File: src/gpr_pkg.sv
/*
 * GPR register file shared definitions.
 * Widths, bank geometry and the write-request struct.
 */

`default_nettype none

package gpr_pkg;

   // ----------------------------------------
   // Entry geometry
   // ----------------------------------------
   localparam int GPR_WIDTH       = 64;
   localparam int GPR_CHECK_BITS  = 14;
   localparam int ENTRY_WIDTH     = GPR_WIDTH + GPR_CHECK_BITS;

   // Full address, upper bits pick the bank
   localparam int ADDR_WIDTH      = 8;
   localparam int BANK_ADDR_WIDTH = 6;
   localparam int BANK_DEPTH      = 1 << BANK_ADDR_WIDTH;

   localparam int NUM_WRITE_PORTS = 4;

   typedef logic [ENTRY_WIDTH-1:0] gpr_entry_t;
   typedef logic [ADDR_WIDTH-1:0]  gpr_addr_t;

   // One write port, 87 bits
   typedef struct packed {
      logic       en;
      gpr_addr_t  addr;
      gpr_entry_t data;
   } gpr_wr_t;

endpackage

`default_nettype wire

File: src/gpr_read_port.sv
/*
 * GPR read port. Registers the read address, picks the addressed bank
 * and registers the selected entry, zero when no bank matches.
 */

`default_nettype none

module gpr_read_port
#(
   parameter int  ENTRIES   = 144,
   localparam int NUM_BANKS = (ENTRIES + gpr_pkg::BANK_DEPTH - 1) / gpr_pkg::BANK_DEPTH
)
(
   input  logic                                   nclk,
   input  logic                                   rst_n,
   input  gpr_pkg::gpr_addr_t                     addr,
   output logic [gpr_pkg::BANK_ADDR_WIDTH-1:0]    rd_row,
   input  gpr_pkg::gpr_entry_t [NUM_BANKS-1:0]    bank_entries,
   output gpr_pkg::gpr_entry_t                    data
);

   import gpr_pkg::*;

   localparam int SEL_WIDTH = ADDR_WIDTH - BANK_ADDR_WIDTH;

   gpr_addr_t            addr_q;
   logic [SEL_WIDTH-1:0] bank_sel;
   logic [NUM_BANKS-1:0] bank_hit;
   gpr_entry_t           sel_entry;

   always_ff @(posedge nclk)
   begin
      if (!rst_n)
      begin
         addr_q <= '0;
      end
      else
      begin
         addr_q <= addr;
      end
   end

   assign rd_row   = addr_q[BANK_ADDR_WIDTH-1:0];
   assign bank_sel = addr_q[ADDR_WIDTH-1:BANK_ADDR_WIDTH];

   // ----------------------------------------
   // Bank select, AND-OR mux
   // ----------------------------------------
   always_comb
   begin
      sel_entry = '0;
      for (int b = 0; b < NUM_BANKS; b++)
      begin
         bank_hit[b] = (bank_sel == SEL_WIDTH'(b));
         sel_entry   = sel_entry | (bank_entries[b] & {ENTRY_WIDTH{bank_hit[b]}});
      end
   end

   always_ff @(posedge nclk)
   begin
      if (!rst_n)
      begin
         data <= '0;
      end
      else
      begin
         data <= sel_entry;
      end
   end

endmodule

`default_nettype wire

File: config.mk
export PLATFORM = sky130hd
export DESIGN_NAME = gpr_read_port
export DESIGN_NICKNAME = d
export VERILOG_FILES = /design/src/gpr_pkg.sv /design/src/gpr_read_port.sv
export SDC_FILE = /design/constraint.sdc
export NUM_CORES = 1
export LEC_CHECK = 0
export BUFFER_PORTS_ARGS = -buffer_cell sky130_fd_sc_hd__buf_2
export CAP_MARGIN = 40
export CORE_AREA = 2 2 126 128
export DETAILED_ROUTE_END_ITERATION = 10
export DIE_AREA = 0 0 128 130
export RECOVER_POWER = 50
export SYNTH_ARGS = -nofsm -noshare
export SYNTH_HDL_FRONTEND = slang
export SYNTH_SLANG_ARGS = --single-unit
File: constraint.sdc
create_clock -name nclk -period 1.8 [get_ports nclk]
set_clock_uncertainty 0.1 [all_clocks]
set_input_delay 0.36 -clock nclk [delete_from_list [all_inputs] [get_ports nclk]]
set_output_delay 0.36 -clock nclk [all_outputs]
set_load 0.01 [all_outputs]
==> impl_metrics.py <==
metrics = {
    "floorplan": {
        "coreArea_sq_um": 15420,
        "std_cell_rows": 46,
        "floorplan.die.height_um": 130,
        "io_count": 328,
        "die_x_um": 128,
        "dieArea_sq_um": 16640,
        "initial_core_util_pct": 28.19,
    },
    "place": {
        "hpwlAfterDp_um": 9623,
        "globalplace.congestion": 0.7577,
        "io_buffer_count": 327,
        "place_ws_ns": 0.2848,
    },
    "yosys": {
        "synth_fp_nets": 699,
        "synth_compound_gate_area_share_pct": 8.978,
        "synth_simple_gate_area_share_pct": 25.84,
        "post_synthesis_mux_area_share_pct": 17.96,
        "synth_seq_area_share_pct": 39.60,
        "ys_seq_elements": 86,
        "yosys.cell_types.count": 12,
        "synthesis.area_sq_um": 4348,
        "yosysWarningCount": 0,
        "post_synth.cell_area_avg_sq_um": 9.556,
        "synth-adder-area-share_pct": 0,
        "syn_inst": 455,
        "xor_xnor_cell_area_share_of_the_yosys_netlist_pct": 0,
        "synth_top_family_by_area": "simple AND/OR/NAND/NOR gates",
    },
    "critical_path": {
        "slack_of_the_worst_reg_to_reg_path_ns": 0.31,
        "cp_data_required_time_ns": 1.97,
        "timing.critical_path.cells": "buf_2, clkbuf_2, and2_1",
        "end_kind": "flip-flop",
        "worstSetupPathType": "primary input to flip-flop",
        "worst_setup_path_start_kind": "primary input",
        "critical-path-top-delay-family": "buffers and inverters",
        "crit_buf_inv": 2,
        "timing.critical_path.slowest_stage_cell": "clkbuf_2",
        "cpPeakStageDelay_ns": 0.95,
        "cp.arrival_ns": 1.68,
        "crit_fanout": 86,
    },
    "detailed_routing": {
        "first_pass_iters": 4,
        "routed_length_per_placed_instance_um": 13.15,
        "drt_iter0_drc": 138,
        "total_via_count_in_the_routed_design": 4176,
        "via_per_inst": 4.359,
        "ant_nets": 0,
        "detail_route.wirelength_um": 12600,
        "drc": 0,
    },
    "cts": {
        "cts_num_sinks": 86,
        "clock_tree_from_tritoncts": "done",
        "hold_buffers": 0,
        "post-cts-setup-buffers": 0,
        "cts.clk_slew.worst_paths_ns": 0.07,
        "clockRootBuffer": "clkbuf_16",
        "htreeDepth": 3,
        "number_of_gates_given_a_new_drive_strength_after_cts": 0,
        "insertion_delay_ns": 0.33,
        "cts-buffers-inserted": 9,
        "buffer_levels_on_the_longest_clock_path": 2,
    },
    "timing": {
        "fin_tns_setup_ns": 0,
        "worst_slew_margin_rel_pct": 12.83,
        "worst_pin_slew_ns": 1.308,
        "final-max-slew-violation-count": 0,
        "max_freq_mhz": 663.3,
        "worst_hold_slack_across_all_endpoints_ns": 0.1221,
        "setup_viol": 0,
        "rsz0062_at_grt": "false",
        "period_share_pct": 83.75,
        "finalHoldViolCount": 0,
        "final_period_minus_worst_setup_slack_ns": 1.508,
        "setup_slack_ns": 0.2924,
    },
    "global_route": {
        "grt-ovfl-total": 0,
        "via_count_of_the_first_global_routing_pass": 3713,
        "grt_antenna_before_repair": 0,
        "largest_net_degree_at_the_start_of_global_routing": 87,
        "grt_first_pass_wirelength_um": 18280,
        "total_grt_usage_pct": 14.10,
    },
    "pwr": {
        "power_switching_share_pct": 25.59,
        "cellInternalPower_mw": 3.655,
        "total_switching_power_mw": 1.257,
        "share_seq_of_total_power_pct": 42.6,
        "p_clk_share_pct": 38.1,
        "share_comb_of_total_power_pct": 19.3,
        "power_leakage_nw": 2.793,
        "vdd_ir_drop_max_mv": 0.4585,
        "totalPowerFinal_mw": 4.912,
        "power_density_nw_per_um2": 778.5,
    },
    "cells_and_area": {
        "layout.nets": 1005,
        "layout_stage_area_growth_over_the_synthesis_result_pct": 45.12,
        "mostFrequentLayoutCells": "buf_2 (250), and2_1 (84), dfxtp_1 (84)",
        "share_of_post_route_cells_with_drive_strength_above_1_pct": 37.08,
        "mostFrequentLayoutCell": "buf_2",
        "layout.filler_cells": 1644,
        "antenna_fix_cells": 0,
    },
    "flow_run": {
        "cap_violations": 0,
    },
    "hold_path": {
        "timing.hold.worst.class": "primary input to flip-flop",
    },
    "run_status": {
        "run_status": "finished clean",
    },
}
[layer usage]
layer,GRT usage [%],up-vias,wire (um)
li1,-,2176,-
met1,16.68,1808,5380
met4,5.624,0,174
met3,4.018,10,1029
met5,0,-,0
met2,24.22,182,6016
[final cells by class]
cell class                      instances  area [sq um]  area share, %
Sequential cell                        86          1729          27.40
Timing Repair Buffer                  344          1740          27.58
Clock inverter                          4         26.28         0.4164
Multi-Input combinational cell        320          2295          36.37
Clock buffer                           12         279.0          4.422
Tap cell                              192         240.2          3.807
[registers in the layout, indices dropped and copies added (netlist names)]
| signal | flops |
|---|---|
| data | 78 |
| addr_q | 8 |
[power groups by stage]
| stage | logic [mW] | registers (mW) | clock network (mW) |
|---|---|---|---|
| floorplan | 0.473 | 2.19 | 0 |
| global placement | 0.994 | 2.13 | 0 |
| detailed placement | 0.997 | 2.13 | 0 |
| CTS | 0.999 | 2.09 | 1.95 |
| global route | 1.05 | 2.11 | 2.02 |
| finish | 0.946 | 2.09 | 1.87 |
[worst paths after layout]
kind / startpoint / end / cells past startpoint
worst max register to register: addr_q[6]$_SDFF_PN0_ / data[62]$_SDFF_PN0_ / 4
worst min register to register: addr_q[7]$_SDFF_PN0_ / data[49]$_SDFF_PN0_ / 2
worst max-delay path: rst_n / data[73]$_SDFF_PN0_ / 3
worst min-delay path: addr[4] / addr_q[4]$_SDFF_PN0_ / 2
[synth_stat cells]
cell | number | area share (%)
buf_6 | 4 | 1.0
buf_1 | 1 | 0.086
clkbuf_1 | 12 | 1.0
buf_4 | 9 | 1.6
nand3b_1 | 78 | 13
buf_12 | 3 | 1.4
and2_1 | 86 | 12
mux2i_1 | 78 | 18
buf_2 | 19 | 2.2
o21ai_1 | 78 | 9.0
buf_8 | 1 | 0.35
dfxtp_1 | 86 | 40
[per-stage QoR]
step | cell area [sq um] | instances | util (%)
6_report | 6310 | 958 | 40.91
5_1_grt | 6310 | 958 | 40.91
4_1_cts | 6421 | 958 | 41.63
3_5_place_dp | 6116 | 942 | 39.65
3_3_place_gp | 6116 | 942 | 39.65
2_1_floorplan | 4348 | 455 | -
[cells by family after synthesis]
group	after synthesis
AOI/OAI and AO/OA	78
muxes	78
and+or+nand+nor	164
DFF	86
buffers and inverters	49
Note: power is estimated with default switching activity, not from simulation.
