File: config.mk
export PLATFORM = sky130hd
export DESIGN_NAME = gpr_write_stage
export DESIGN_NICKNAME = d
export VERILOG_FILES = /design/src/gpr_pkg.sv /design/src/gpr_write_stage.sv
export SDC_FILE = /design/constraint.sdc
export NUM_CORES = 1
export LEC_CHECK = 0
export BUFFER_PORTS_ARGS = -buffer_cell sky130_fd_sc_hd__buf_2
export CAP_MARGIN = 20
export CORE_AREA = 2 2 270 272
export DETAILED_ROUTE_END_ITERATION = 8
export DIE_AREA = 0 0 272 274
export HOLD_SLACK_MARGIN = 0.12
export PLACE_DENSITY = 0.34
export SETUP_SLACK_MARGIN = 0.3
export SYNTH_ARGS = -nofsm -noshare
export SYNTH_HDL_FRONTEND = slang
export SYNTH_SLANG_ARGS = --single-unit
File: constraint.sdc
create_clock -name nclk -period 1.4 [get_ports nclk]
set_input_delay 0.28 -clock nclk [delete_from_list [all_inputs] [get_ports nclk]]
set_output_delay 0.28 -clock nclk [all_outputs]
set_load 0.02 [all_outputs]
File: src/gpr_pkg.sv
/*
 * GPR register file shared definitions.
 * Widths, bank geometry and the write-request struct.
 */

`default_nettype none

package gpr_pkg;

   // ----------------------------------------
   // Entry geometry
   // ----------------------------------------
   localparam int GPR_WIDTH       = 64;
   localparam int GPR_CHECK_BITS  = 14;
   localparam int ENTRY_WIDTH     = GPR_WIDTH + GPR_CHECK_BITS;

   // Full address, upper bits pick the bank
   localparam int ADDR_WIDTH      = 8;
   localparam int BANK_ADDR_WIDTH = 6;
   localparam int BANK_DEPTH      = 1 << BANK_ADDR_WIDTH;

   localparam int NUM_WRITE_PORTS = 4;

   typedef logic [ENTRY_WIDTH-1:0] gpr_entry_t;
   typedef logic [ADDR_WIDTH-1:0]  gpr_addr_t;

   // One write port, 87 bits
   typedef struct packed {
      logic       en;
      gpr_addr_t  addr;
      gpr_entry_t data;
   } gpr_wr_t;

endpackage

`default_nettype wire

File: src/gpr_write_stage.sv
/*
 * GPR write stage. Registers the four write ports and drops any write
 * that a higher-numbered port overrides in the same cycle.
 */

`default_nettype none

module gpr_write_stage
#(
   parameter int ENTRIES = 144
)
(
   input  logic                                          nclk,
   input  logic                                          rst_n,
   input  gpr_pkg::gpr_wr_t [gpr_pkg::NUM_WRITE_PORTS-1:0] w_req,
   output gpr_pkg::gpr_wr_t [gpr_pkg::NUM_WRITE_PORTS-1:0] wr_q
);

   import gpr_pkg::*;

   logic [NUM_WRITE_PORTS-1:0]       keep;
   logic [NUM_WRITE_PORTS-1:0]       en_q;
   gpr_addr_t [NUM_WRITE_PORTS-1:0]  addr_q;
   gpr_entry_t [NUM_WRITE_PORTS-1:0] data_q;

   // ----------------------------------------
   // Same-address override
   // ----------------------------------------
   // A higher-numbered port wins a shared address
   always_comb
   begin
      for (int p = 0; p < NUM_WRITE_PORTS; p++)
      begin
         keep[p] = w_req[p].en && (32'(w_req[p].addr) < ENTRIES);
         for (int q = p + 1; q < NUM_WRITE_PORTS; q++)
         begin
            if (w_req[q].en && (w_req[q].addr == w_req[p].addr))
            begin
               keep[p] = 1'b0;
            end
         end
      end
   end

   always_ff @(posedge nclk)
   begin
      if (!rst_n)
      begin
         en_q <= '0;
      end
      else
      begin
         en_q <= keep;
      end
   end

   // Payload registers
   always_ff @(posedge nclk)
   begin
      for (int p = 0; p < NUM_WRITE_PORTS; p++)
      begin
         addr_q[p] <= w_req[p].addr;
         data_q[p] <= w_req[p].data;
      end
   end

   always_comb
   begin
      for (int p = 0; p < NUM_WRITE_PORTS; p++)
      begin
         wr_q[p] = '{en: en_q[p], addr: addr_q[p], data: data_q[p]};
      end
   end

endmodule

`default_nettype wire

==> metrics.md, run 1 <==
| Metric | Value |
|---|---|
| Netlist Area Pre-Place | 7570 um2 |
| Initial antenna violation count | 5 |
| Syn Inst Count | 424 |
| Final period utilization | 0.951 |
| Fmax | 751 MHz |
| Synth unique cells | 14 |
| DRT Wirelength | 36,300 um |
| Max incr delay on CP | 0.37 ns |
| # rows | 99 |
| WL per Instance | 14.4 um |
| Worst-path clk slew | 0.06 ns |
| Vias/cell | 3.00 |
| DRT iter0 DRCs | 106 |
| Total number of vias | 7,535 |
| Commonest cells in the netlist | dfxtp_1 (348), xor2_1 (27), xnor2_1 (21) |
| Max Root-Sink Buffers | 3 |
| RD Place Congestion | 0.786 |
| Worst min path class | input pin to flop |
| CTS buffer count | 40 |
| Syn-to-layout area delta | 162% |
| Slew Viols, Final | 0 |
| Gr usage total | 0.0891 |
| Final Hold Viols | 0 |
| Ys flop type | dfxtp_1 |
| Max_slew headroom | 0.780 |
| Top cell type's share of synthesized area | 0.921 |
| Root buf cell | clkbuf_16 |
| PortBufs | 697 |
| Synth top area cells | dfxtp_1 (92%), xor2_1 (3.1%), xnor2_1 (2.4%) |
| Critical-path cell list | buf_6 |
| DRT Pass-1 Iters | 4 |
| Worst path depth | 1 |
| VDD IR max | 930 uV |
| WP data required | 1.12 ns |
| CTS Sinks | 348 |
| Async S/R FF share, synth | 0 |
| Slew @ Worst Pin | 0.326 ns |
| Critical setup path kind | flop to output pin |
| Internal power | 0.0188 W |
| Endpoint class of the critical path | output pin |
| Pin count of the biggest net entering global routing | 14 |
| Grt ovf | 0 |
| Die area | 74,500 um2 |
| Core Util, Final | 0.275 |
| CP bufs+invs | 1 |
| Crit path arrival time | 1.05 ns |
| Status | completed |
| Worst Hold Slack | 0.138 ns |
| Seq cells post-synth | 348 |
| Vias in the first global route | 8,412 |
| TritonCTS clock tree | done |
| Yosys top cell by area | dfxtp_1 |
| Lkg Pwr | 8.77 nW |
| Core region area | 72,000 um2 |
| Placed inst area | 12,300 um2 |
| Slowest CP cell | dfxtp_2 |
| Clock Power Share | 0.425 |
| First-pass GRT wire length | 50,000 um |
| I/O pin count | 698 |
| Die Ht | 274 um |
| Nets | 1,872 |
| Hold Path Stages | 4 |
| Flop pwr share | 0.436 |
| Synth Net Count | 774 |
| P per Cell Area | 1250 nW/um2 |
| Setup violations, final | 0 |
| Setup bufs post-CTS | 0 |
| Combinational share of power | 0.140 |
| RSZ-0062 raised after global routing | yes |
| Starting Density | 0.105 |
| Mapped Avg Cell Area | 17.8 um2 |
| YS warnings | 0 |
| H-tree levels | 2 |
| Post-DRT Antenna Nets | 0 |
| Layout cell share with drive strength beyond 1 | 0.722 |
| # DRC | 0 |
| Worst setup SP type | flop |
| CP delay by family, top | flip-flops |
| Number of synthesized flops with an enable pin | 0 |
| Fin area | 19,800 um2 |
| Minimum clock period | 1.33 ns |
| Die X | 272 um |
| Net Sw Frac | 0.241 |
| DP HPWL | 25,800 um |
| CP max FO | 1 |
| Most common cell in the synthesized netlist | dfxtp_1 |
| Switching Power | 0.00600 W |
| Setup TNS | 0 ns |
| Max_cap viols | 0 |
| Seq/Total Area, Yosys | 0.921 |
[per-layer routing]
metal / track usage / routed length (um)
met5: 0 / 13
met4: 0.0403 / 1250
met3: 0.0343 / 3200
met2: 0.163 / 19300
met1: 0.0889 / 12500
[logic make-up after synthesis]
kind of cell / share of synthesized area
compound gates: 0.00711
xor+xnor: 0.0556
flops: 0.921
simple gates: 0.0165
[repair_timing]
action / 4_1_cts / 5_1_grt
endpoints found under the setup margin: 348 / 350
pin swaps: 0 / 1
resized for setup: 900 / 156
hold buffers: 349 / 2
endpoints found under the hold margin: 348 / 2
[layout make-up]
class	instances	area, um2
Clock buffer	56	1130
Multi-Input combinational cell	76	622
Sequential cell	348	7420
Antenna cell	3	7.51
Tap cell	959	1200
Timing Repair Buffer	1056	9230
Clock inverter	17	195
Fill cell	7354	52200
[through the flow]
stage	setup slack, ns	std cells	total power [W]
finish	0.0685	2515	0.0248
global placement	0.0293	2090	0.0129
floorplan	0.342	424	0.0116
global route	0.0261	2515	0.0260
CTS	0.0146	2512	0.0251
detailed placement	0.0510	2090	0.0129
[registers in the layout, indices dropped and copies added (netlist names)]
signal	flops
en_q	4
wr_q	344
[layout by cell type, fill, tap and decap left out, drive strengths merged, types with 2 or more instances in the layout]
| master | n |
|---|---|
| inv | 3 |
| nor4 | 5 |
| dlygate4sd3 | 349 |
| dfxtp | 348 |
| bufinv | 3 |
| and3 | 2 |
| buf | 707 |
| nor3 | 4 |
| nand4 | 5 |
| xor2 | 27 |
| xnor2 | 21 |
| diode | 3 |
| o31ai | 4 |
| clkinvlp | 2 |
| clkbuf | 56 |
| nand3 | 4 |
| clkinv | 9 |
[path summary, 6_finish.rpt]
kind                         to       start
worst max-delay path  wr_q[208]   wr_q[208]
worst min-delay path    en_q[2]  w_req[257]
[power groups by stage]
stage	sequential [W]	clock [W]	combinational [W]
after global routing	0.0109	0.0114	0.00365
after global placement	0.0108	0	0.00208
after detailed placement	0.0108	0	0.00207
final	0.0108	0.0105	0.00347
after floorplan	0.0115	0	0.000125
after CTS	0.0108	0.0110	0.00339
[worst min-delay path, cell delays in order]
cell,delay [ns]
buf_2,0.17
o31ai_2,0.07
nand3_1,0.07
a31oi_1,0.03
(Power assumes the default switching activity.)
==> run 2, diff against run 1 <==
Settings changed: RECOVER_POWER from default to 100.
==> metrics.md, run 2 (synthesis results as in run 1) <==
| Metric | Value |
|---|---|
| Minimum clock period | 1.34 ns (+0.00650 ns) |
| Nets | 1,872 (unchanged) |
| PortBufs | 697 (unchanged) |
| Setup TNS | 0 ns (unchanged) |
| RSZ-0062 raised after global routing | yes |
| Pin count of the biggest net entering global routing | 14 (unchanged) |
| Most common cell after layout, fill and taps aside | dlygate4sd3_1 |
| Gr usage total | 0.0891 (unchanged) |
| Root buf cell | clkbuf_16 |
| Crit path arrival time | 1.06 ns (about the same) |
| CTS buffer count | 40 (unchanged) |
| Die X | 272 um (unchanged) |
| Max_slew headroom | 0.746 (-0.0343) |
| Worst-path clk slew | 0.06 ns (about the same) |
| Core region area | 72,000 um2 (unchanged) |
| Setup bufs post-CTS | 0 (unchanged) |
| Vias/cell | 2.98 (-0.48%) |
| Status | completed |
| Vias in the first global route | 8,412 (unchanged) |
| Lkg Pwr | 8.52 nW (-2.9%) |
| Final period utilization | 0.956 (+0.00465) |
| Worst setup SP type | flop |
| Endpoint class of the critical path | output pin |
| Layout cell share with drive strength beyond 1 | 0.500 (-0.222) |
| WP data required | 1.12 ns (about the same) |
| Hold_sp | w_req[257] |
| H-tree levels | 2 (unchanged) |
| # DRC | 0 (unchanged) |
| # placed instances | 2,090 (unchanged) |
| Grt ovf | 0 (unchanged) |
| DP HPWL | 25,800 um (unchanged) |
| I/O pin count | 698 (unchanged) |
| CP delay by family, top | flip-flops |
| Slew Viols, Final | 0 (unchanged) |
| Crit path from | wr_q[126] |
| CP bufs+invs | 1 (unchanged) |
| VDD IR max | 901 uV (-3.1%) |
| Slew @ Worst Pin | 0.381 ns (+0.0544 ns) |
| DRT iter0 DRCs | 124 (+17%) |
| Die area | 74,500 um2 (unchanged) |
| Max_cap viols | 0 (unchanged) |
| Initial antenna violation count | 5 (unchanged) |
| Slowest CP cell | dfxtp_2 |
| # rows | 99 (unchanged) |
| Max incr delay on CP | 0.36 ns (about the same) |
| WL per Instance | 14.4 um (about the same) |
| Die Ht | 274 um (unchanged) |
| Post-DRT Antenna Nets | 0 (unchanged) |
| Worst Hold Slack | 0.273 ns (+0.136 ns) |
| Final Hold Viols | 0 (unchanged) |
| Most frequent cells in the layout | dlygate4sd3_1 (349), buf_2 (313), buf_6 (297), dfxtp_1 (287), clkbuf_1 (69) |
| Setup violations, final | 0 (unchanged) |
| RD Place Congestion | 0.786 (unchanged) |
| Max reg flops | 344 (unchanged) |
| Starting Density | 0.105 (unchanged) |
| Total number of vias | 7,499 (-0.48%) |
| CP max FO | 1 (unchanged) |
| CTS Sinks | 348 (unchanged) |
| TritonCTS clock tree | done |
| Non-Filler Instances | 2,515 (unchanged) |
| DRT Pass-1 Iters | 4 (unchanged) |
| Critical-path cell list | buf_4 |
| Max Root-Sink Buffers | 3 (unchanged) |
| P per Cell Area | 1290 nW/um2 (+3.0%) |
| First-pass GRT wire length | 50,000 um (unchanged) |
| Fmax | 747 MHz (-0.49%) |
| Dpl ws | 0.0510 ns (unchanged) |
| Critical setup path kind | flop to output pin |
| Final setup margin | 0.0620 ns (-0.00650 ns) |
| DRT Wirelength | 36,200 um (about the same) |
| Worst min path class | input pin to flop |
| Syn-to-layout area delta | 152% |
[run 2: changes by cell type in the layout (fill, tap and decap cells not counted), moves of 19 or more]
| cell | previous run | this run |
|---|---|---|
| dfxtp_1 | 1 | 287 |
| dfxtp_2 | 338 | 58 |
| clkbuf_1 | 11 | 69 |
| buf_6 | 346 | 297 |
| buf_2 | 349 | 313 |
| clkbuf_2 | 0 | 19 |
[run 2: layer usage]
metal	global-route usage	vias up	part of all wire
met4	0.0403	2	0.032
li1	-	3568	-
met3	0.0343	64	0.089
met1	0.0889	3506	0.35
met2	0.163	359	0.53
met5	0	-	0.00036
[run 2: power breakdown]
| part | leakage (nW) | switching, W | internal [W] |
|---|---|---|---|
| Combinational | 4.93 | 0.00143 | 0.00192 |
| Sequential | 2.94 | 0.000263 | 0.0105 |
| Clock | 0.647 | 0.00427 | 0.00626 |
| Total | 8.52 | 0.00597 | 0.0186 |
[run 2: layout make-up]
type                            count  area (um2)
Antenna cell                        3        7.51
Clock buffer                       56        1130
Clock inverter                     17         195
Fill cell                        7616       52900
Multi-Input combinational cell     76         616
Sequential cell                   348        7050
Tap cell                          959        1200
Timing Repair Buffer             1056        8870
[run 2: per-stage QoR]
stage          total power, W  utilization  instance area, um2
5_1_grt                0.0257        0.265               19100
2_1_floorplan          0.0116            -                7570
3_5_place_dp           0.0129        0.171               12300
3_3_place_gp           0.0129        0.171               12300
6_report               0.0246        0.265               19100
4_1_cts                0.0251        0.270               19400
[run 2: path summary, 6_finish.rpt]
path / slack [ns] / end / cells after the start
hold / removal: 0.27 / en_q[2] / 4
setup / recovery: 0.06 / wr_q[126] / 1
[run 2: repair_timing]
action                     CTS  global route
gates resized for setup    900           156
pin swaps                    0             1
setup endpoints to repair  348           350
hold buffers               349             2
hold endpoints to repair   348             2
==> run 3, diff against run 2 <==
Clock period 1.4 ns to 1.67 ns, I/O delays scaled along.
==> metrics.md, run 3 (synthesis results as in run 1) <==
| Metric | Value |
|---|---|
| Final setup margin | 0.176 ns (+0.114 ns) |
| Worst setup SP type | flop |
| # DRC | 0 (unchanged) |
| Grt ovf | 0 (unchanged) |
| Status | completed |
| Crit path arrival time | 1.16 ns (+0.10 ns) |
| Gr usage total | 0.0905 (+0.00142) |
| Minimum clock period | 1.49 ns |
| Setup TNS | 0 ns (unchanged) |
| TritonCTS clock tree | done |
| VDD IR max | 751 uV (-17%) |
| Internal power | 0.0154 W (-17%) |
| DRT iter0 DRCs | 136 (+9.7%) |
| Switching Power | 0.00511 W (-14%) |
| P per Cell Area | 1090 nW/um2 (-15%) |
| CP bufs+invs | 1 (unchanged) |
| Power, Total | 0.0205 W (-17%) |
| Layout cell share with drive strength beyond 1 | 0.455 (-0.0447) |
| DRT Wirelength | 36,100 um (-0.46%) |
| CP max FO | 1 (unchanged) |
| Die area | 74,500 um2 (unchanged) |
| First-pass GRT wire length | 50,800 um (+1.6%) |
| Critical-path cell list | clkbuf_1 |
| Pin count of the biggest net entering global routing | 15 (+1) |
| Slowest CP cell | dfxtp_2 |
| # rows | 99 (unchanged) |
| Most frequent cells in the layout | dlygate4sd3_1 (349), dfxtp_1 (297), buf_2 (289), buf_6 (283), clkbuf_1 (120) |
| Worst min path class | input pin to flop |
| Vias in the first global route | 8,319 (-1.1%) |
| Max incr delay on CP | 0.32 ns (-0.04 ns) |
| Critical setup path kind | flop to output pin |
| Combinational share of power | 0.134 (-0.002) |
| Slew @ Worst Pin | 0.381 ns (+0.000311 ns) |
| WL per Instance | 14.4 um (about the same) |
| PortBufs | 697 (unchanged) |
| Core region area | 72,000 um2 (unchanged) |
| H-tree levels | 2 (unchanged) |
| Syn-to-layout area delta | 148% |
| Max reg flops | 344 (unchanged) |
| I/O pin count | 698 (unchanged) |
| DP HPWL | 25,600 um (-0.69%) |
| Root buf cell | clkbuf_16 |
| Endpoint class of the critical path | output pin |
| Worst-path clk slew | 0.06 ns (about the same) |
| Final Hold Viols | 0 (unchanged) |
| Post-DRT Antenna Nets | 0 (unchanged) |
| Die Ht | 274 um (unchanged) |
| Final period utilization | 0.895 |
| Setup violations, final | 0 (unchanged) |
| Total number of vias | 7,494 (-0.067%) |
| WP data required | 1.34 ns (+0.22 ns) |
| Slew Viols, Final | 0 (unchanged) |
| Max_slew headroom | 0.746 (about the same) |
| Most common cell after layout, fill and taps aside | dlygate4sd3_1 |
| Max_cap viols | 0 (unchanged) |
| Clock Power Share | 0.429 (about the same) |
| DRT Pass-1 Iters | 4 (unchanged) |
| Setup bufs post-CTS | 0 (unchanged) |
| RSZ-0062 raised after global routing | yes |
| CTS buffer count | 41 (+2.5%) |
| Nets | 1,865 (-0.37%) |
| Dpl ws | 0.190 ns (+0.139 ns) |
| Max Root-Sink Buffers | 3 (unchanged) |
| Flop pwr share | 0.438 (+0.002) |
| Starting Density | 0.105 (unchanged) |
| Vias/cell | 2.99 (+0.33%) |
| Initial antenna violation count | 3 (-2) |
| Fmax | 669 MHz |
| CTS Sinks | 348 (unchanged) |
| Lkg Pwr | 8.29 nW (-2.7%) |
| CP delay by family, top | flip-flops |
| Fillers | 7,582 (-0.45%) |
| Net Sw Frac | 0.249 (+0.00603) |
| RD Place Congestion | 0.793 (+0.83%) |
| Die X | 272 um (unchanged) |
## run 3: per-layer routing
metal,up-vias,global-route usage,share of wire
met5,-,0,0.00036
met4,2,0.0434,0.041
met3,78,0.0285,0.077
met2,360,0.169,0.54
met1,3506,0.0911,0.34
li1,3548,-,-
## run 3: worst paths after layout
kind              startpoint  slack (ns)   endpoint  depth (start not counted)
hold / removal    w_req[241]        0.41  wr_q[241]                          2
setup / recovery     en_q[2]        0.18  wr_q[260]                          1
## run 3: cell type report
cell class / count / area, um2 / area share
antenna: 1 / 2.50 / 0.000133
multi-input combinational: 76 / 598 / 0.0318
tap: 959 / 1200 / 0.0639
clock buffer: 52 / 1120 / 0.0595
timing repair buffer: 1048 / 8620 / 0.459
clock inverter: 21 / 208 / 0.0111
sequential: 348 / 7030 / 0.374
## run 3: power groups by stage
stage	Clock, W	Sequential, W	Combinational (W)
6_report	0.00881	0.00899	0.00275
5_1_grt	0.00953	0.00902	0.00290
4_1_cts	0.00918	0.00906	0.00290
3_5_place_dp	0	0.00905	0.00172
3_3_place_gp	0	0.00906	0.00173
2_1_floorplan	0	0.00963	0.000105
## run 3: timing repair
item,in CTS,in global routing
setup endpoints to repair,348,284
hold endpoints to repair,348,0
resized for setup,1014,22
hold buffers,349,0
## run 3: per-stage QoR
step	std cells	hold slack (ns)	utilization	area, um2
5_1_grt	2505	0.376	0.261	18800
4_1_cts	2504	0.300	0.273	19700
3_3_place_gp	2082	0.436	0.170	12300
3_5_place_dp	2082	0.438	0.170	12300
2_1_floorplan	424	0.362	-	7570
6_report	2505	0.407	0.261	18800
